**src/logic/isaPkg.sv**
```systemverilog
package isaPkg;

  localparam int XLEN = 32;
  localparam int REG_INDEX_WIDTH = 5;
  localparam int FUNCT3_WIDTH = 3;
  localparam int FUNCT7_WIDTH = 7;

  // Field positions inside a 32-bit instruction word
  localparam int RD_LSB = 7;
  localparam int FUNCT3_LSB = 12;
  localparam int RS1_LSB = 15;
  localparam int RS2_LSB = 20;
  localparam int FUNCT7_LSB = 25;

  typedef enum logic [6:0] {
    OpRType = 7'b0110011,
    OpIType = 7'b0010011,
    OpLoad  = 7'b0000011,
    OpStore = 7'b0100011
  } opcodeT;

  localparam logic [FUNCT3_WIDTH-1:0] FUNCT3_ADD_SUB = 3'b000;
  localparam logic [FUNCT3_WIDTH-1:0] FUNCT3_SLL = 3'b001;
  localparam logic [FUNCT3_WIDTH-1:0] FUNCT3_SLT = 3'b010;
  localparam logic [FUNCT3_WIDTH-1:0] FUNCT3_SLTU = 3'b011;
  localparam logic [FUNCT3_WIDTH-1:0] FUNCT3_XOR = 3'b100;
  localparam logic [FUNCT3_WIDTH-1:0] FUNCT3_SRL_SRA = 3'b101;
  localparam logic [FUNCT3_WIDTH-1:0] FUNCT3_OR = 3'b110;
  localparam logic [FUNCT3_WIDTH-1:0] FUNCT3_AND = 3'b111;
  // lw and sw
  localparam logic [FUNCT3_WIDTH-1:0] FUNCT3_WORD = 3'b010;

  localparam logic [FUNCT7_WIDTH-1:0] FUNCT7_ALT = 7'b0100000;

  // addi x0, x0, 0
  localparam logic [XLEN-1:0] NOP_INSTRUCTION = 32'h0000_0013;

endpackage

```
**src/logic/WritebackStage.sv**
```systemverilog
`timescale 1ns/1ns

module WritebackStage (
  input  logic clk,
  input  logic rstN,
  input  logic [isaPkg::XLEN-1:0] memReadData,
  input  logic [isaPkg::XLEN-1:0] memAluResult,
  input  logic [isaPkg::REG_INDEX_WIDTH-1:0] memWriteIndex,
  input  logic memMemToReg,
  input  logic memRegWrite,
  output logic [isaPkg::XLEN-1:0] wbData,
  output logic [isaPkg::REG_INDEX_WIDTH-1:0] wbWriteIndex,
  output logic wbRegWrite
);

  logic [isaPkg::XLEN-1:0] wbReadData;
  logic [isaPkg::XLEN-1:0] wbAluResult;
  logic wbMemToReg;

  always_ff @(posedge clk) begin
    wbReadData <= memReadData;
    wbAluResult <= memAluResult;
    wbWriteIndex <= memWriteIndex;
  end

  always_ff @(posedge clk) begin
    if (!rstN) begin
      wbMemToReg <= 1'b0;
      wbRegWrite <= 1'b0;
    end else begin
      wbMemToReg <= memMemToReg;
      wbRegWrite <= memRegWrite;
    end
  end

  assign wbData = wbMemToReg ? wbReadData : wbAluResult;

endmodule

```
**config.mk**
```make
export PLATFORM = sky130hd
export DESIGN_NAME = WritebackStage
export DESIGN_NICKNAME = d
export VERILOG_FILES = /design/src/logic/isaPkg.sv /design/src/logic/WritebackStage.sv
export SDC_FILE = /design/constraint.sdc
export NUM_CORES = 1
export LEC_CHECK = 0
export BUFFER_PORTS_ARGS = -buffer_cell sky130_fd_sc_hd__buf_2
export CORE_ASPECT_RATIO = 1.25
export CORE_MARGIN = 2
export CORE_UTILIZATION = 42
export DETAILED_ROUTE_END_ITERATION = 7
export GPL_ROUTABILITY_DRIVEN = 0
export PLACE_DENSITY = 0.77
export SYNTH_ARGS = -nofsm -noshare
export SYNTH_HDL_FRONTEND = slang
export SYNTH_SLANG_ARGS = --single-unit
```
**constraint.sdc**
```tcl
create_clock -name clk -period 1.2 [get_ports clk]
set_clock_uncertainty 0.15 [all_clocks]
set_input_delay 0.06 -clock clk [delete_from_list [all_inputs] [get_ports clk]]
set_output_delay 0.06 -clock clk [all_outputs]
set_load 0.01 [all_outputs]
```
==> flow_summary.yaml <==
grt:
  grt_max_degree: 18
  antenna_found_initial: 0
  first_global_vias: 1788
  grt_pass1_wl_microns: 8362
  grt_util_all_layers_pct: 22.35
  overflow: 0
sta:
  setup_viol: 32
  worst_pin_slew_ns: 0.1343
  fin_crit_sh_pct: 128.7
  layout_setup_ws_ns: -0.3447
  slew_headroom_pct: 91.05
  grt_setup_unrepaired: "yes"
  slew_viol_final: 0
  hold_viol: 0
  max_freq_mhz: 647.4
  min_period_ns: 1.545
routing:
  dr.first_iter.drc_count: 39
  firstDrtPassIters: 4
  ant_nets: 0
  postRouteWirelength_microns: 5506
  highest_layer: "met4"
  via_per_inst: 4.270
  drcViolationCount: 0
  wl_met2_microns: 3150
  wl_met1_microns: 1874
  vias: 1550
  wire_per_inst_microns: 15.17
  met3_length_microns: 372
floorplan:
  start_util_pct: 44.36
  num_rows: 27
  die_h_microns: 80.73
  core-area_sq_mm: 0.004459
  ios: 111
  dieArea_sq_mm: 0.005279
  fp.dieW_microns: 65.39
synthesis:
  synth_edf_count: 0
  synth_top_cell_by_area: "dfxtp_1"
  syn_area_per_cell_sq_um: 18.15
  synth_warnings: 0
  yosysMostFrequentCell: "dfxtp_1"
  synth-seq-area-share_pct: 71.85
  synth.area.top_cells: "dfxtp_1, mux2_4, buf_12"
  synth_fp_nets: 182
  synth.cells.most_frequent: "dfxtp_1, mux2_4, buf_12, and2_1, mux2_2"
  synth_top_area_share_pct: 71.85
  synth-async-reset-ratio_pct: 0
  syn_area_sq_mm: 0.001978
  synth_cells: 109
  synth_flop_cell: "dfxtp_1"
  synthDistinctLibCells: 6
  ys_ff_latch: 71
finish:
  num_antenna_cells: 0
  drive_gt1_share_pct: 52.79
  area_delta_synth_final_pct: 86.53
  stdcell_area_sq_mm: 0.003690
  fill_cells: 240
  multi_input_area_sq_um: 493.0
  layout.nets: 373
  register_area_sq_mm: 0.001425
  stdcell_count: 363
clock_network:
  cts_setup_buffers: 0
  cts.path.max_buffers: 2
  cts_buffers: 9
  clock-sinks: 71
  cts-root-buf: "clkbuf_8"
  cts_tree: "yes"
  clk_pin_slew_ns: 0.07
  htree_levels: 3
place:
  dp.cells: 275
  place_area_sq_mm: 0.002571
  io_buffers: 110
  dp_hpwl_microns: 2698
setup_path:
  critPathKind: "flop to output pin"
  crit_chain: "buf_12 -> mux2_4 -> buf_2"
  critPathSlowestCell: "dfxtp_4"
  cp.required_ns: 0.99
  slowest_delay_ns: 0.37
  cp-start-kind: "flop"
  path_max_fanout: 15
  end_kind: "output pin"
  worstPathArrival_ns: 1.33
min_path:
  hold_path_class: "primary input to flop"
run_status:
  status: "finished, violations left"
  violations: "setup timing"
flow_run:
  cap_violations: 0
power_and_ir_drop:
  power_leakage_nw: 1.767
  ir_drop_uv: 1062
  p_per_area_mw_per_mm2: 1370
  power_mw: 5.056
## registers in the layout, summed over array words and instances (netlist names)
| register | count |
|---|---|
| wbReadData | 32 |
| wbRegWrite | 1 |
| wbWriteIndex | 5 |
| wbAluResult | 32 |
| wbMemToReg | 1 |
## layout make-up
| type | instances | area share (%) |
|---|---|---|
| clock buffers | 13 | 4.849 |
| well taps | 58 | 1.967 |
| multi-input cells | 34 | 13.36 |
| clock inverters | 3 | 0.4069 |
| flip-flops and latches | 71 | 38.62 |
| repair buffers | 184 | 40.79 |
## cell usage in the layout (no fill, tap or decap)
cell and count:
and2_1 2, buf_12 2, buf_2 79, buf_6 31, clkbuf_8 13, clkinv_2 3, dfxtp_1 70, dfxtp_4 1
dlygate4sd3_1 72, mux2_4 32
## critical path: cells and delay by family, from the launching register on
kind,cells,cell delay [ns]
buffers and inverters,2,0.31
flip-flops,1,0.37
multiplexers,1,0.32
## power breakdown
| group | switching [mW] | internal, mW | leakage (nW) | total (mW) |
|---|---|---|---|---|
| sequential | 0.0406 | 2.48 | 0.600 | 2.52 |
| clock | 0.806 | 0.966 | 0.105 | 1.77 |
| combinational | 0.233 | 0.527 | 1.06 | 0.760 |
## path summary, 6_finish.rpt
check / endpoint / startpoint / cells past startpoint
max: wbData[29] / wbMemToReg / 3
min: wbReadData[2] / memReadData[2] / 2
## metrics by stage
step / hold WS, ns / TNS (ns) / setup slack (ns) / utilization, %
finish: 0.2119 / -10.61 / -0.3447 / 82.74
floorplan: -0.06228 / 0 / 0.1064 / -
global route: 0.1990 / -11.99 / -0.3895 / 82.74
global placement: 0.01185 / -0.02929 / -0.01452 / 57.66
CTS: 0.1996 / -11.16 / -0.3808 / 82.44
detailed placement: 0.01357 / -0.1160 / -0.02561 / 57.66
## metal layers
metal	global-route usage, %	vias up
li1	-	741
met1	19.41	716
met2	45.00	83
met3	6.925	10
met4	10.63	0
met5	0	-
## cell families after synthesis
family                 count (synthesis)  synth area share, %
flip-flops                            71                71.85
multiplexers                          32                23.91
buffers and inverters                  4                3.605
AND/OR/NAND/NOR                        2               0.6324
## what timing repair did
| action | 4_1_cts | 5_1_grt |
|---|---|---|
| gates resized for setup | 31 | 3 |
| hold buffers | 72 | 0 |
| cloned | 0 | 0 |
| endpoints found under the hold margin | 71 | 0 |
| setup endpoints to repair | 32 | 32 |
No activity file was read; power rests on OpenSTA's default activity.
