## src/logic/isaPkg.sv

```systemverilog
package isaPkg;

  localparam int XLEN = 32;
  localparam int REG_INDEX_WIDTH = 5;
  localparam int FUNCT3_WIDTH = 3;
  localparam int FUNCT7_WIDTH = 7;

  // Field positions inside a 32-bit instruction word
  localparam int RD_LSB = 7;
  localparam int FUNCT3_LSB = 12;
  localparam int RS1_LSB = 15;
  localparam int RS2_LSB = 20;
  localparam int FUNCT7_LSB = 25;

  typedef enum logic [6:0] {
    OpRType = 7'b0110011,
    OpIType = 7'b0010011,
    OpLoad  = 7'b0000011,
    OpStore = 7'b0100011
  } opcodeT;

  localparam logic [FUNCT3_WIDTH-1:0] FUNCT3_ADD_SUB = 3'b000;
  localparam logic [FUNCT3_WIDTH-1:0] FUNCT3_SLL = 3'b001;
  localparam logic [FUNCT3_WIDTH-1:0] FUNCT3_SLT = 3'b010;
  localparam logic [FUNCT3_WIDTH-1:0] FUNCT3_SLTU = 3'b011;
  localparam logic [FUNCT3_WIDTH-1:0] FUNCT3_XOR = 3'b100;
  localparam logic [FUNCT3_WIDTH-1:0] FUNCT3_SRL_SRA = 3'b101;
  localparam logic [FUNCT3_WIDTH-1:0] FUNCT3_OR = 3'b110;
  localparam logic [FUNCT3_WIDTH-1:0] FUNCT3_AND = 3'b111;
  // lw and sw
  localparam logic [FUNCT3_WIDTH-1:0] FUNCT3_WORD = 3'b010;

  localparam logic [FUNCT7_WIDTH-1:0] FUNCT7_ALT = 7'b0100000;

  // addi x0, x0, 0
  localparam logic [XLEN-1:0] NOP_INSTRUCTION = 32'h0000_0013;

endpackage

```

## src/logic/FetchStage.sv

```systemverilog
`timescale 1ns/1ns

module FetchStage (
  input  logic clk,
  input  logic rstN,
  input  logic stall,
  input  logic [isaPkg::XLEN-1:0] instruction,
  output logic [isaPkg::XLEN-1:0] pc,
  output logic [isaPkg::XLEN-1:0] idInstruction
);

  always_ff @(posedge clk) begin
    if (!rstN) begin
      pc <= '0;
    end else if (!stall) begin
      pc <= pc + isaPkg::XLEN'(4);
    end
  end

  // IF/ID barrier holds its word for the stall cycle
  always_ff @(posedge clk) begin
    if (!rstN) begin
      idInstruction <= isaPkg::NOP_INSTRUCTION;
    end else if (!stall) begin
      idInstruction <= instruction;
    end
  end

endmodule

```

## config.mk

```make
export PLATFORM = sky130hd
export DESIGN_NAME = FetchStage
export DESIGN_NICKNAME = d
export VERILOG_FILES = /design/src/logic/isaPkg.sv /design/src/logic/FetchStage.sv
export SDC_FILE = /design/constraint.sdc
export NUM_CORES = 1
export LEC_CHECK = 0
export CORE_ASPECT_RATIO = 0.5
export CORE_MARGIN = 2
export CORE_UTILIZATION = 50
export CTS_BUF_LIST = sky130_fd_sc_hd__clkbuf_16
export DETAILED_ROUTE_END_ITERATION = 12
export DONT_BUFFER_PORTS = 1
export HOLD_SLACK_MARGIN = 0.08
export SYNTH_ARGS = -nofsm -noshare
export SYNTH_HDL_FRONTEND = slang
export SYNTH_SLANG_ARGS = --single-unit
```

## constraint.sdc

```tcl
create_clock -name clk -period 3.1 [get_ports clk]
set_clock_uncertainty 0.2 [all_clocks]
set_input_delay 0.93 -clock clk [delete_from_list [all_inputs] [get_ports clk]]
set_output_delay 0.93 -clock clk [all_outputs]
set_load 0.05 [all_outputs]
```

==> results.toml <==
[outcome]
outcome = "finished, final reports clean"

[placement]
dp_hpwl_um = 3700
gp_congestion = 0.755
port_buffers = 0
dp.cells = 341

[synth]
synthAdderAreaFrac_pct = 0.489
ys_warn_count = 0
synth_compound_area_share_pct = 9.40
synthTopCellsByArea = "dfxtp_1 49%, mux2i_1 13%, nor2_1 6.2%"
ys_seq_elements = 62
ys_seq_area_share_pct = 48.6
synth_area_mm2 = 0.00256
yosysTopAreaCell = "dfxtp_1"
synth_xor_xnor_area_share_pct = 3.77
ys_types = 36
avgSynthCellArea_um2 = 9.54
yosysTopAreaCellShare_pct = 48.6
synthCells = 268
synthSimpleGateAreaFrac_pct = 20.9
synth_top_family_by_area = "simple AND/OR/NAND/NOR gates"
synthMuxAreaShare_pct = 12.9

[critical_path]
endpoint_kind = "flip-flop"
worstPathArrival_ns = 2.32
cp.required_ns = 3.09
critical_path_class = "input pin to flip-flop"
max_stage_delay_ns = 0.52
crit_fanout = 39
crit_chain = "nand3b_2 > or4_1 > buf_4 > o311ai_1 > o41ai_2"
crit_slowest_cell = "or4_1"
start_kind = "input pin"

[layout]
num_antenna_cells = 0
fillers = 408
drive_above_1_share_pct = 13.2
area_growth_pct = 17.7
layout.cells.non_filler = 357
fin_util_pct = 61.0
final_nets = 318

[timing]
min_period_ns = 2.33
worst_slew_pin_slew_ns = 0.690
finalMaxSlewViolations = 0
hold_viol = 0
max_freq_mhz = 430
fin_crit_sh_pct = 75.1
setup_viol = 0
setup_tns_ns = 0
relSlewSlack_pct = 53.9
grt_setup_unrepaired = "no"

[drt]
dr.first_iter.drc_count = 58
ant_nets = 0
drcViolationCount = 0
wirelength_um = 5320
drt-vias-per-instance = 5.63
vias = 2009
routedWlPerCell_um = 14.9
first_pass_iters = 4

[global_routing]
grt_pass1_wl_um = 8400
antenna_found_initial = 0
overflow = 0
grt_max_degree = 40
grt_pass1_vias = 1793
track_usage_pct = 19.1

[flow_run]
cap_violations = 0

[cts]
postCtsResizedCells = 0
cts_buffers = 9
cts_setup_buffers = 0
cts.clk_slew.worst_paths_ns = 0.05
postCtsHoldBufs = 0
cts_tree = "done"
cts.sinks = 62
ctsLongestPathBuffers = 2
clk_latency_ns = 0.32
root_buffer = "clkbuf_16"
cts_max_level = 3

[worst_hold_path]
hp-class = "flip-flop to flip-flop"

[die]
rows = 18
boundaryPins = 99
core-area_mm2 = 0.00493
initial_core_util_pct = 51.8
fp.dieW_um = 105
die_area_mm2 = 0.00574
die_height_um = 54.6

[power_and_ir_drop]
irDropWorstVdd_mv = 0.354
leakagePower_nw = 1.20
power_w = 0.00201
power.density_mw_per_mm2 = 667
worst max-delay path, delay by kind of cell:
kind / cells / cell delay, ns
AOI/OAI and AO/OA: 2 / 0.44
buffers and inverters: 1 / 0.21
and+or+nand+nor: 2 / 0.73
per-layer routing:
layer | share of wire [%] | GRT usage (%) | vias up | routed length [um]
li1 | - | - | 989 | -
met1 | 44 | 21.4 | 952 | 2320
met2 | 48 | 33.3 | 63 | 2530
met4 | 0.90 | 8.67 | 0 | 48
met3 | 7.9 | 7.98 | 5 | 422
met5 | 0 | 0 | - | 0
state kept, by name, summed over array words and instances (netlist names):
signal,count
idInstruction,32
pc,30
cells in the final DEF, fill, tap and decap left out:
cell | netlist | routed
and4b_1 | 1 | 1
nand2b_1 | 5 | 5
o311ai_1 | 5 | 5
inv_6 | 0 | 3
nor2b_1 | 1 | 1
o21ai_0 | 4 | 4
clkbuf_16 | 0 | 9
o31ai_1 | 5 | 5
or3_1 | 6 | 6
o21bai_1 | 1 | 1
nor3_1 | 3 | 3
nand3_1 | 10 | 10
nor4_1 | 2 | 2
ha_1 | 1 | 1
nand2_1 | 13 | 13
mux2i_1 | 33 | 33
o41ai_2 | 1 | 1
inv_1 | 2 | 2
and3_1 | 3 | 3
nand3b_2 | 1 | 1
a21oi_1 | 11 | 11
inv_2 | 1 | 1
bufinv_16 | 0 | 1
clkinv_4 | 0 | 2
dfxtp_1 | 62 | 62
o21ai_1 | 2 | 2
xor2_1 | 5 | 5
and4_1 | 4 | 4
buf_4 | 2 | 19
o21a_1 | 2 | 2
xnor2_1 | 6 | 6
nand4b_1 | 2 | 2
o41ai_1 | 4 | 4
or4_1 | 6 | 6
clkinv_2 | 0 | 1
conb_1 | 1 | 2
nor2_1 | 42 | 42
nand4_1 | 6 | 6
logic make-up (layout without fill, tap and decap cells):
kind of cell	Yosys count	after routing
compound gates	35	35
xor+xnor	11	11
fa+ha+maj	1	1
buf+inv	20	38
flops	62	62
mux	33	33
other cells	1	2
simple gates	105	105
through the flow:
step / worst slack (ns) / instance area, um2 / hold WS (ns)
4_1_cts: 0.773 / 3010 / 0.409
3_5_place_dp: 0.433 / 2700 / 0.392
2_1_floorplan: 0.508 / 2560 / 0.498
6_report: 0.773 / 3010 / 0.407
5_1_grt: 0.623 / 3010 / 0.439
3_3_place_gp: 0.466 / 2700 / 0.393
power breakdown:
group	switching (W)	internal [W]
registers	0.000104	0.000825
logic	0.0000460	0.0000349
clock network	0.000365	0.000631
total	0.000515	0.00149
cells in the mapped netlist:
| master | number |
|---|---|
| or3_1 | 6 |
| inv_1 | 2 |
| or4_1 | 6 |
| nor2b_1 | 1 |
| buf_4 | 2 |
| o31ai_1 | 5 |
| nand2_1 | 13 |
| buf_2 | 6 |
| and4b_1 | 1 |
| clkbuf_1 | 8 |
| xnor2_1 | 6 |
| nor2_1 | 42 |
| nand2b_1 | 5 |
| nor4_1 | 2 |
| nand4_1 | 6 |
| o21ai_0 | 4 |
| xor2_1 | 5 |
| o21a_1 | 2 |
| o311ai_1 | 5 |
| ha_1 | 1 |
| o41ai_2 | 1 |
| o41ai_1 | 4 |
| dfxtp_1 | 62 |
| mux2i_1 | 33 |
| conb_1 | 1 |
| and3_1 | 3 |
| and4_1 | 4 |
| inv_2 | 1 |
| o21ai_1 | 2 |
| nand4b_1 | 2 |
| o21bai_1 | 1 |
| nor3_1 | 3 |
| nand3b_2 | 1 |
| nand3_1 | 10 |
| a21oi_1 | 11 |
| buf_6 | 1 |
worst paths after layout:
kind | to | slack [ns] | start | cells after the start
setup reg to reg | pc[30]$_SDFFE_PN0N_ | 0.79 | pc[3]$_SDFFE_PN0N_ | 7
hold / removal | pc[11]$_SDFFE_PN0N_ | 0.41 | pc[11]$_SDFFE_PN0N_ | 2
setup / recovery | pc[31]$_SDFFE_PN0N_ | 0.77 | stall | 5
hold reg to reg | pc[11]$_SDFFE_PN0N_ | 0.41 | pc[11]$_SDFFE_PN0N_ | 2
final cells by class:
cell class              count  area [um2]  share of cell area [%]
clock buffers               9         225                    7.49
clock inverters             7        78.8                    2.62
inverters                   3        11.3                   0.374
multi-input cells         187        1220                    40.6
flip-flops and latches     62        1240                    41.3
well taps                  70        87.6                    2.91
repair buffers             19         143                    4.74
(Power assumes the default switching activity.)
