[src/logic/isaPkg.sv]
package isaPkg;

  localparam int XLEN = 32;
  localparam int REG_INDEX_WIDTH = 5;
  localparam int FUNCT3_WIDTH = 3;
  localparam int FUNCT7_WIDTH = 7;

  // Field positions inside a 32-bit instruction word
  localparam int RD_LSB = 7;
  localparam int FUNCT3_LSB = 12;
  localparam int RS1_LSB = 15;
  localparam int RS2_LSB = 20;
  localparam int FUNCT7_LSB = 25;

  typedef enum logic [6:0] {
    OpRType = 7'b0110011,
    OpIType = 7'b0010011,
    OpLoad  = 7'b0000011,
    OpStore = 7'b0100011
  } opcodeT;

  localparam logic [FUNCT3_WIDTH-1:0] FUNCT3_ADD_SUB = 3'b000;
  localparam logic [FUNCT3_WIDTH-1:0] FUNCT3_SLL = 3'b001;
  localparam logic [FUNCT3_WIDTH-1:0] FUNCT3_SLT = 3'b010;
  localparam logic [FUNCT3_WIDTH-1:0] FUNCT3_SLTU = 3'b011;
  localparam logic [FUNCT3_WIDTH-1:0] FUNCT3_XOR = 3'b100;
  localparam logic [FUNCT3_WIDTH-1:0] FUNCT3_SRL_SRA = 3'b101;
  localparam logic [FUNCT3_WIDTH-1:0] FUNCT3_OR = 3'b110;
  localparam logic [FUNCT3_WIDTH-1:0] FUNCT3_AND = 3'b111;
  // lw and sw
  localparam logic [FUNCT3_WIDTH-1:0] FUNCT3_WORD = 3'b010;

  localparam logic [FUNCT7_WIDTH-1:0] FUNCT7_ALT = 7'b0100000;

  // addi x0, x0, 0
  localparam logic [XLEN-1:0] NOP_INSTRUCTION = 32'h0000_0013;

endpackage

[src/logic/pipelinePkg.sv]
package pipelinePkg;

  typedef enum logic [1:0] {
    AluOpMem   = 2'b00,
    AluOpRType = 2'b10,
    AluOpIType = 2'b11
  } aluOpT;

  typedef enum logic [3:0] {
    AluAdd,
    AluSub,
    AluAnd,
    AluOr,
    AluXor,
    AluSlt,
    AluSltu,
    AluSll,
    AluSrl,
    AluSra
  } aluCtrlT;

  typedef enum logic [1:0] {
    FwdNone      = 2'b00,
    FwdWriteback = 2'b01,
    FwdMemory    = 2'b10
  } forwardSelT;

  localparam int IMEM_DEPTH = 256;
  localparam int DMEM_DEPTH = 256;
  localparam int IMEM_ADDR_WIDTH = 8;

endpackage

[src/logic/DecodeStage.sv]
`timescale 1ns/1ns

module DecodeStage (
  input  logic clk,
  input  logic rstN,
  input  logic [isaPkg::XLEN-1:0] idInstruction,
  output logic [isaPkg::REG_INDEX_WIDTH-1:0] rs1Index,
  output logic [isaPkg::REG_INDEX_WIDTH-1:0] rs2Index,
  input  logic [isaPkg::XLEN-1:0] rs1Data,
  input  logic [isaPkg::XLEN-1:0] rs2Data,
  input  logic [isaPkg::REG_INDEX_WIDTH-1:0] exWriteIndexFeedback,
  input  logic exMemReadFeedback,
  output logic stall,
  output logic [isaPkg::XLEN-1:0] exRs1Data,
  output logic [isaPkg::XLEN-1:0] exRs2Data,
  output logic [isaPkg::REG_INDEX_WIDTH-1:0] exRs1Index,
  output logic [isaPkg::REG_INDEX_WIDTH-1:0] exRs2Index,
  output logic [isaPkg::REG_INDEX_WIDTH-1:0] exWriteIndex,
  output logic [isaPkg::XLEN-1:0] exImmediate,
  output logic [isaPkg::FUNCT3_WIDTH-1:0] exFunct3,
  output logic [isaPkg::FUNCT7_WIDTH-1:0] exFunct7,
  output pipelinePkg::aluOpT exAluOp,
  output logic exAluSrc,
  output logic exMemRead,
  output logic exMemWrite,
  output logic exMemToReg,
  output logic exRegWrite
);

  isaPkg::opcodeT opcode;
  logic [isaPkg::REG_INDEX_WIDTH-1:0] writeIndex;
  logic [isaPkg::XLEN-1:0] immediate;
  pipelinePkg::aluOpT aluOp;
  logic aluSrc;
  logic memRead;
  logic memWrite;
  logic memToReg;
  logic regWrite;
  logic usesRs2;

  assign opcode = isaPkg::opcodeT'(idInstruction[$bits(isaPkg::opcodeT)-1:0]);
  assign rs1Index = idInstruction[isaPkg::RS1_LSB +: isaPkg::REG_INDEX_WIDTH];
  assign rs2Index = idInstruction[isaPkg::RS2_LSB +: isaPkg::REG_INDEX_WIDTH];
  assign writeIndex = idInstruction[isaPkg::RD_LSB +: isaPkg::REG_INDEX_WIDTH];

  always_comb begin
    aluOp = pipelinePkg::AluOpMem;
    aluSrc = 1'b0;
    memRead = 1'b0;
    memWrite = 1'b0;
    memToReg = 1'b0;
    regWrite = 1'b0;
    case (opcode)
      isaPkg::OpRType: begin
        aluOp = pipelinePkg::AluOpRType;
        regWrite = 1'b1;
      end
      isaPkg::OpIType: begin
        aluOp = pipelinePkg::AluOpIType;
        aluSrc = 1'b1;
        regWrite = 1'b1;
      end
      isaPkg::OpLoad: begin
        aluSrc = 1'b1;
        memRead = 1'b1;
        memToReg = 1'b1;
        regWrite = 1'b1;
      end
      isaPkg::OpStore: begin
        aluSrc = 1'b1;
        memWrite = 1'b1;
      end
      default: ;
    endcase
    // Writes to x0 are dropped here
    if (writeIndex == '0) begin
      regWrite = 1'b0;
    end
  end

  // S-type splits the offset around rd
  assign immediate = (opcode == isaPkg::OpStore) ?
                     {{20{idInstruction[31]}}, idInstruction[31:25], idInstruction[11:7]} :
                     {{20{idInstruction[31]}}, idInstruction[31:20]};

  assign usesRs2 = (opcode == isaPkg::OpRType) || (opcode == isaPkg::OpStore);

  // Load in execute feeding this instruction
  assign stall = exMemReadFeedback && (exWriteIndexFeedback != '0) &&
                 ((exWriteIndexFeedback == rs1Index) ||
                  (usesRs2 && (exWriteIndexFeedback == rs2Index)));

  always_ff @(posedge clk) begin
    exRs1Data <= rs1Data;
    exRs2Data <= rs2Data;
    exRs1Index <= rs1Index;
    exRs2Index <= rs2Index;
    exWriteIndex <= writeIndex;
    exImmediate <= immediate;
    exFunct3 <= idInstruction[isaPkg::FUNCT3_LSB +: isaPkg::FUNCT3_WIDTH];
    exFunct7 <= idInstruction[isaPkg::FUNCT7_LSB +: isaPkg::FUNCT7_WIDTH];
  end

  // Bubble on stall
  always_ff @(posedge clk) begin
    if (!rstN || stall) begin
      exAluOp <= pipelinePkg::AluOpMem;
      exAluSrc <= 1'b0;
      exMemRead <= 1'b0;
      exMemWrite <= 1'b0;
      exMemToReg <= 1'b0;
      exRegWrite <= 1'b0;
    end else begin
      exAluOp <= aluOp;
      exAluSrc <= aluSrc;
      exMemRead <= memRead;
      exMemWrite <= memWrite;
      exMemToReg <= memToReg;
      exRegWrite <= regWrite;
    end
  end

endmodule

[config.mk]
export PLATFORM = sky130hd
export DESIGN_NAME = DecodeStage
export DESIGN_NICKNAME = d
export VERILOG_FILES = /design/src/logic/isaPkg.sv /design/src/logic/pipelinePkg.sv /design/src/logic/DecodeStage.sv
export SDC_FILE = /design/constraint.sdc
export NUM_CORES = 1
export LEC_CHECK = 0
export BUFFER_PORTS_ARGS = -buffer_cell sky130_fd_sc_hd__buf_2
export CAP_MARGIN = 40
export CORE_ASPECT_RATIO = 0.6
export CORE_MARGIN = 8
export CORE_UTILIZATION = 36
export DETAILED_ROUTE_END_ITERATION = 10
export PLACE_DENSITY_LB_ADDON = 0.2
export SLEW_MARGIN = 0
export SYNTH_ARGS = -nofsm -noshare
export SYNTH_HDL_FRONTEND = slang
export SYNTH_SLANG_ARGS = --single-unit
[constraint.sdc]
create_clock -name clk -period 1.4 [get_ports clk]
set_input_delay 0.14 -clock clk [delete_from_list [all_inputs] [get_ports clk]]
set_output_delay 0.14 -clock clk [all_outputs]
set_load 0.1 [all_outputs]
==> results of run 1 <==
==> cells by family (layout without fill, tap and decap cells) <==
kind of cell	count (synthesis)	count (layout)
other cells	0	1
mux	5	5
flops	100	100
compound gates	3	3
simple gates	22	22
buf+inv	39	357
xor+xnor	10	10
==> cells in the final DEF, fill, tap and decap left out, types with 2 or more instances in the layout <==
cell type,instances
buf_2,215
dfxtp_1,92
dlygate4sd3_1,85
buf_4,35
clkbuf_16,9
dfxtp_2,7
xor2_1,6
nand2_1,5
mux2_2,5
nor2_1,4
xnor2_1,3
nand3_1,3
nor3_1,2
or4_1,2
bufinv_16,2
buf_6,2
buf_12,2
==> report_power, final <==
| part | leakage, nW | internal (mW) | switching [mW] |
|---|---|---|---|
| sequential | 0.842 | 2.99 | 0.0458 |
| combinational | 1.53 | 0.462 | 1.72 |
| clock | 0.155 | 1.59 | 1.03 |
==> through the flow <==
stage,instance area (µm²),setup slack (ns),instances,hold WS [ns]
2_1_floorplan,2630,-0.249,179,0.168
3_3_place_gp,3780,-0.0886,486,0.242
3_5_place_dp,3780,-0.166,486,0.244
4_1_cts,4980,-0.0815,588,0.0367
5_1_grt,5070,-0.0988,588,0.0178
6_report,5070,-0.0236,589,0.0294
==> sequential cells by signal, summed over array words and instances, names as in the netlist <==
signal        cells
exAluOp           2
exFunct7          7
exMemWrite        1
exRs2Index        5
exRegWrite        1
exAluSrc          1
exRs1Data        32
exImmediate       5
exWriteIndex      5
exFunct3          3
exRs2Data        32
exRs1Index        5
exMemToReg        1
==> final cells by class <==
| class | instances | area, µm² | share of cell area [%] |
|---|---|---|---|
| diodes | 1 | 2.50 | 0.0493 |
| clock buffers | 10 | 229 | 4.52 |
| clock inverters | 6 | 96.3 | 1.90 |
| inverters | 1 | 3.75 | 0.0740 |
| multi-input cells | 40 | 344 | 6.79 |
| flip-flops and latches | 100 | 2010 | 39.7 |
| well taps | 91 | 114 | 2.25 |
| repair buffers | 340 | 2270 | 44.7 |
==> routing by layer <==
layer  part of all wire [%]  track usage (%)  vias up
met5                      0                0        -
met4                    1.1             6.32        0
met3                    7.1             6.42        9
met2                     58             37.3      111
met1                     34             16.4     1113
li1                       -                -     1161
==> path summary, 6_finish.rpt <==
path | slack, ns | depth (start not counted) | to | startpoint
worst max-delay path | -0.02 | 6 | stall | idInstruction[20]
worst min-delay path | 0.03 | 2 | exRs2Index[0] | idInstruction[20]
==> what timing repair did <==
action                                  4_1_cts  5_1_grt
hold buffers                                 85        0
pin swaps                                     4        5
endpoints found under the setup margin       22       23
setup buffers                                 1        0
resized for setup                             4       49
hold endpoints to repair                     85        0
==> impl_results.md, run 1 <==
* Final Hold Viols at 0
* Synth Area in Adders at 0%
* Final period demand of the worst path at 1.42 ns
* Final Net Count at 596
* Final setup fails at 1
* Area growth, synth to finish at 94.5%
* IO Pins at 243
* Max IR drop VDD at 1030 µV
* FP Rows at 24
* Vias per std cell at 4.06
* Failing checks: negative setup slack
* Power density over the cells at roughly 1500 mW/mm²
* Asr flop ratio synth at 0%
* Syn Area/Cell at 14.6 µm²
* Ys flop type: dfxtp_1
* Number of CTS-inserted buffers at 9
* Die width at 126 µm
* Worst Path Buf+Inv at 2
* CP Data Required Time at 1.26 ns
* Mapped cell area at 0.00261 mm²
* Worst-path fanout max at 2
* Cells after Synth at 179
* Unrepaired setup endpoints after global routing: yes
* DR iter-0 viols at 88
* DR vias at roughly 2400
* Mux share of post-synthesis cell area at under 10%
* Max Cap Violations at 0
* Power, Total at 7.83 mW
* Initial antenna violation count at 0
* CTS tree: done
* Core Util, Final at 71.0%
* DR pass1 iterations at 4
* Fraction of layout cells with a size suffix above 1 at between 50% and 60%
* Crit end category: primary output
* Die Ht at between 80 and 90 µm
* CP arrival at 1.28 ns
* Overall Global Routing Usage at 18.0%
* CP Launch Type: input port
* Critical path class: in -> out
* Slew Limit Fails at 0
* Initial Util at 36.5%
* Full die area at 0.0103 mm²
* Count leader, synth: dfxtp_1
* Setup TNS at -0.0236 ns
* Vias in the first global route at 2704
* Placer Congestion at between 0.7 and 0.8
* Core ar. at 0.00715 mm²
* Ys Warns at 0
* Remaining antenna violation count after routing at 0
* Overflow after GRT at 0
* Outcome: finished with violations
* Clock transition at path regs at 0.06 ns
* CP delay by family, top: simple AND/OR/NAND/NOR gates
* Sequential cell area fraction in the yosys report at approximately three quarters
* Layout fillers at 523
* Drt total wl at 9820 µm
* Critical path's slowest cell: nor4_2
* Largest family of logic cells by synthesized area: buffers and inverters
* Clk buf depth at 2
* Compound-Gate Fraction of Synth Area at less than 1%
* PortBufs at 242
* Rel. slew slack at 65.8%
* Clk sink count at 100
* Synth top area share at 76.8%
* Pin count of the biggest net entering global routing at 23
* Peak Freq at 702 MHz
* P_leak at 2.53 nW
* Drt drc at 0
* XOR/XNOR Fraction of Synth Area at 3.36%
* Flops & latches, synth at 100
* First-pass GRT wire length at 14300 µm
* Netlist cell types at 20
* Mapped Nets at between 200 and 300
* H-tree depth at 3
* DR WL/cell at 16.7 µm
* Post-synth EDFFs at 0
* Hpwl dp at 6820 µm
* Synth Area in Simple Gates at ~5.7%
* Largest stage delay, worst path at 0.31 ns
* Post-synth top area cell: dfxtp_1
* Final Cycle Share at 102%
* Fin worst setup slack at -0.0236 ns
* Hold Path Class: in -> reg
* Worst-margin pin slew at 0.517 ns
* Cell Chain, Critical Path: buf_6, xor2_1, nor4_2, nand4_1, a21oi_4, buf_12
* Area contributors post-synth: dfxtp_1 77%, buf_4 11%, xor2_1 2.4%, mux2_2 2.2%, xnor2_1 1.0%
* CTS root buf: clkbuf_16
* Synth top cells by count: 100 x dfxtp_1, 38 x buf_4, 7 x xor2_1, 5 x mux2_2, 5 x nand2_1
Power figures use the tool's default switching activity.
==> run 2, diff against run 1 <==
Settings changed: CTS_BUF_LIST from default to sky130_fd_sc_hd__clkbuf_8 sky130_fd_sc_hd__clkbuf_16, GPL_TIMING_DRIVEN from default to 0.
==> impl_results.md, run 2 (synthesis gave the netlist of run 1 again) <==
* Rel. slew slack at between 60% and 70%
* Failing checks: negative setup slack
* Final setup fails at 1
* Max Cap Violations at 0
* Placer Congestion at 0.739
* Clk sink count at 100
* Fin worst setup slack at -0.000998 ns
* P_leak at between 2 and 3 nW
* Drt drc at 0
* Overall Global Routing Usage at between 10% and 20%
* DR pass1 iterations at 4
* Sequential fraction of design power at 40.1%
* Unrepaired setup endpoints after global routing: yes
* Worst-path fanout max at 3
* Vias in the first global route at 2865
* Overflow after GRT at 0
* Max IR drop VDD at 733 µV
* CP Launch Type: input port
* Pin count of the biggest net entering global routing at 23
* Cell-internal power at 4.74 mW
* CP Data Required Time at between 1 and 1.5 ns
* Most common cell after layout, fill and taps aside: buf_2
* Final period demand of the worst path at 1.40 ns
* Outcome: finished with violations
* Crit end category: primary output
* DP Area at 0.00395 mm²
* Worst-margin pin slew at 0.518 ns
* DR iter-0 viols at 76
* PortBufs at 242
* Layout fillers at 470
* Finished Layout Cells at 624
* DR WL/cell at 16.9 µm
* First-pass GRT wire length at 15200 µm
* Die width at 126 µm
* Setup TNS at -0.000998 ns
* DR vias at 2551
* Power, Total at 7.59 mW
* Switch share at 37.5%
* CTS tree: done
* Full die area at 0.0103 mm²
* Top Registers: exRs1Data x32, exRs2Data x32, exFunct7 x7
* Remaining antenna violation count after routing at 0
* WL met3 at 668 µm
* Initial Util at 36.5%
* Core ar. at between 0.007 and 0.008 mm²
* Power density over the cells at ~1400 mW/mm²
* H-tree depth at 3
* Wl on met1 at 3720 µm
* Fraction of layout cells with a size suffix above 1 at 60.3%
* Sw Pwr at around 2.8 mW
* Core Util, Final at between 70% and 80%
* Drt total wl at 10600 µm
* Commonest non-fill, non-tap cells in the layout: 216 x buf_2, 92 x dfxtp_1, 89 x dlygate4sd3_1
* Area growth, synth to finish at 105%
* Clock power share at about 30%
* Hold Path Class: in -> reg
* Met2 routed WL at 6040 µm
* Slew Limit Fails at 0
* CTS root buf: clkbuf_16
* Number of CTS-inserted buffers at 9
* Initial antenna violation count at 1
* Clk buf depth at 2
* Pre-CTS setup slack at -0.400 ns
* Peak Freq at roughly 700 MHz
* CP arrival at 1.26 ns
* Post-Place Cells at 512
* Finished Cell Area at 0.00535 mm²
* Vias per std cell at roughly 4
* Final Cycle Share at 100%
* Critical path class: in -> out
* Die Ht at 81.9 µm
* Final Hold Viols at 0
* FP Rows at 24
* Clock transition at path regs at 0.07 ns
* Min Hold Slack at 0.0514 ns
* Final Net Count at 630
* Highest routed layer: met4
* IO Pins at 243
* Logic pwr share at 30.0%
* Hpwl dp at 6940 µm
run 2: cell types whose count changed in the layout (fill, tap and decap cells not counted), moves of 2 or more:
cell           previous run  this run
buf_4                    35        45
buf_6                     2        22
dlygate4sd3_1            85        89
bufinv_16                 2         0
run 2: layer usage:
layer / global-route usage, % / vias up
met4: 6.67 / 0
met1: 18.4 / 1200
met3: 7.13 / 10
met2: 38.3 / 109
li1: - / 1232
met5: 0 / -
run 2: worst max-delay path: stages:
cell     delay [ns]
buf_8          0.11
xor2_2         0.17
nor4_2         0.27
nand4_1        0.16
a21oi_4        0.21
buf_12         0.20
run 2: power by group through the flow:
stage               clock (mW)  combinational [mW]  sequential, mW
finish                    2.27                2.28            3.04
global route              2.46                2.33            3.05
CTS                       2.31                2.22            3.03
detailed placement           0                2.00            3.10
global placement             0                1.99            3.09
floorplan                    0               0.546            4.16
run 2: timing repair:
item                                    CTS  global route
buffers inserted                          1             4
gates resized for setup                  27            30
endpoints found under the setup margin   23            22
endpoints found under the hold margin    89             0
pin swaps                                 2             5
hold buffers                             89             0
run 2: worst paths after layout:
| kind | start | endpoint | slack (ns) | cells past startpoint |
|---|---|---|---|---|
| worst max-delay path | exWriteIndexFeedback[0] | stall | -0.001 | 6 |
| worst min-delay path | idInstruction[5] | exAluOp[0] | 0.05 | 2 |
run 2: final cells by class:
type,count,area (µm²),share of cell area (%)
multi-input combinational,40,338,6.32
tap,91,114,2.13
clock buffer,9,225,4.21
buffer,38,285,5.34
inverter,1,3.75,0.0702
sequential,100,2010,37.7
timing repair buffer,336,2310,43.2
antenna,2,5.00,0.0936
clock inverter,7,52.6,0.983
==> run 3, diff against run 2 <==
Settings changed: BUFFER_PORTS_ARGS -buffer_cell sky130_fd_sc_hd__buf_2 to default, CORE_AREA from default to 8 8 89 91, CORE_ASPECT_RATIO 0.6 to default, CORE_MARGIN 8 to default, CORE_UTILIZATION 36 to default, DIE_AREA from default to 0 0 97 99, DONT_BUFFER_PORTS from default to 1.
==> impl_results.md, run 3 (synthesis gave the netlist of run 1 again) <==
* Outcome: finished with violations
* Failing checks: negative setup slack
* DP Area at between 0.004 and 0.005 mm²
* Finished Layout Cells at 464
* Critical path's slowest cell: a21oi_4
* Finished Cell Area at about 0.0055 mm²
* Worst-margin pin slew at 0.864 ns
* Power density over the cells at between 1000 and 1500 mW/mm²
* Largest stage delay, worst path at 0.72 ns
* PortBufs at 0
* Critical path class: in -> out
* DR iter-0 viols at 42
* Post-Place Cells at 351
* Pin count of the biggest net entering global routing at 23
* DR pass1 iterations at 4
* CP arrival at approximately 1.5 ns
* Clk buf depth at 2
* Max Cap Violations at 0
* Overall Global Routing Usage at 23.8%
* Hold Path Class: in -> reg
* Fraction of layout cells with a size suffix above 1 at 43.2%
* CP Data Required Time at 1.26 ns
* Placer Congestion at 0.724
* Commonest non-fill, non-tap cells in the layout: 93 x dlygate4sd3_1, 92 x dfxtp_1, 76 x buf_8
* Drt drc at 0
* Worst path depth at 4
* Logic pwr share at 31.2%
* Hpwl dp at 7760 µm
* FP Rows at 30
* Remaining antenna violation count after routing at 0
* Setup TNS at -3.55 ns
* CP delay by family, top: compound AO/OA/AOI/OAI gates
* P_leak at 2.39 nW
* Final period demand of the worst path at 1.59 ns
* Fin worst setup slack at -0.186 ns
* Number of CTS-inserted buffers at 9
* Most common cell after layout, fill and taps aside: dlygate4sd3_1
* Clock transition at path regs at 0.09 ns
* Clock power share at 24.5%
* H-tree depth at 3
* Area growth, synth to finish at 111%
* Final setup fails at 22
* Overflow after GRT at 0
* Worst Path Buf+Inv at 0
* Die width at 97 µm
* Min Hold Slack at 0.00243 ns
* Hold path startpoint: idInstruction[10]
* Initial Util at 39.7%
* Sw Pwr at 2.84 mW
* Hold path cells at 2
* Core Util, Final at 83.6%
* Clk sink count at 100
* CTS tree: done
* Initial antenna violation count at 2
* Core ar. at 0.00657 mm²
* DR WL/cell at ~25 µm
* Crit end category: primary output
* Sequential fraction of design power at between 40 and 50%
* Max IR drop VDD at 979 µV
* Cell-internal power at 4.37 mW
* Top Registers: exRs1Data x32, exRs2Data x32, exFunct7 x7
* Origin of the worst setup path: exWriteIndexFeedback[0]
* Drt total wl at approximately 12000 µm
* Switch share at 39.4%
* Worst-path fanout max at 7
* Final Cycle Share at 113%
* DR vias at 2069
* CP Launch Type: input port
* Vias in the first global route at about 2500
* IO Pins at 243
* First-pass GRT wire length at approximately 17000 µm
* Final Net Count at slightly below 500
* Full die area at 0.00960 mm²
* Slew Limit Fails at 0
* Unrepaired setup endpoints after global routing: yes
* Final Hold Viols at 0
* Cell Chain, Critical Path: xor2_1, nor4_1, nand4_1, a21oi_4
* Die Ht at 99 µm
* Peak Freq at roughly 630 MHz
* CTS root buf: clkbuf_8
* Vias per std cell at between 4 and 5
* Rel. slew slack at 42.3%
==> run 3: cell count changes in the layout (fill, tap and decap cells not counted), moves of 7 or more <==
cell,change
buf_6,-14
clkbuf_16,-9
dfxtp_4,+7
dfxtp_2,-7
clkbuf_8,+10
buf_4,-13
buf_2,-216
buf_8,+75
buf_16,+16
==> run 3: path summary, 6_finish.rpt <==
kind / end / slack, ns
hold / removal: exRegWrite / 0.002
setup / recovery: stall / -0.19
==> run 3: what timing repair did <==
action / 4_1_cts / 5_1_grt
pin swaps: 5 / 4
endpoints found under the hold margin: 100 / 0
endpoints found under the setup margin: 35 / 28
gates cloned: 0 / 0
buffers inserted: 1 / 1
hold buffers: 93 / 0
resized for setup: 15 / 1
==> run 3: layout make-up <==
| cell class | count | area [µm²] |
|---|---|---|
| diodes | 2 | 5.00 |
| plain buffers | 38 | 312 |
| clock buffers | 10 | 138 |
| clock inverters | 6 | 47.5 |
| fillers | 319 | 1080 |
| inverters | 1 | 3.75 |
| multi-input cells | 40 | 324 |
| flip-flops and latches | 100 | 2030 |
| well taps | 80 | 100 |
| repair buffers | 187 | 2530 |
==> run 3: layer usage <==
layer	vias to the layer above	wire length, µm	track usage, %
li1	935	-	-
met1	981	3550	19.7
met2	138	6760	47.8
met3	15	1070	10.4
met4	0	202	8.64
met5	-	0	0
==> run 3: power groups by stage <==
stage          Combinational (mW)  Clock, mW  Sequential [mW]
6_report                     2.25       1.77             3.19
5_1_grt                      2.29       1.90             3.20
4_1_cts                      2.24       1.75             3.19
3_5_place_dp                 2.01          0             3.26
3_3_place_gp                0.564          0             4.20
2_1_floorplan               0.546          0             4.16
==> run 3: stage by stage <==
stage	power, mW	setup WS (ns)
after floorplan	4.71	-0.249
after global placement	4.77	-0.525
after detailed placement	5.27	-0.541
after CTS	7.18	-0.206
after global routing	7.39	-0.272
final	7.21	-0.186
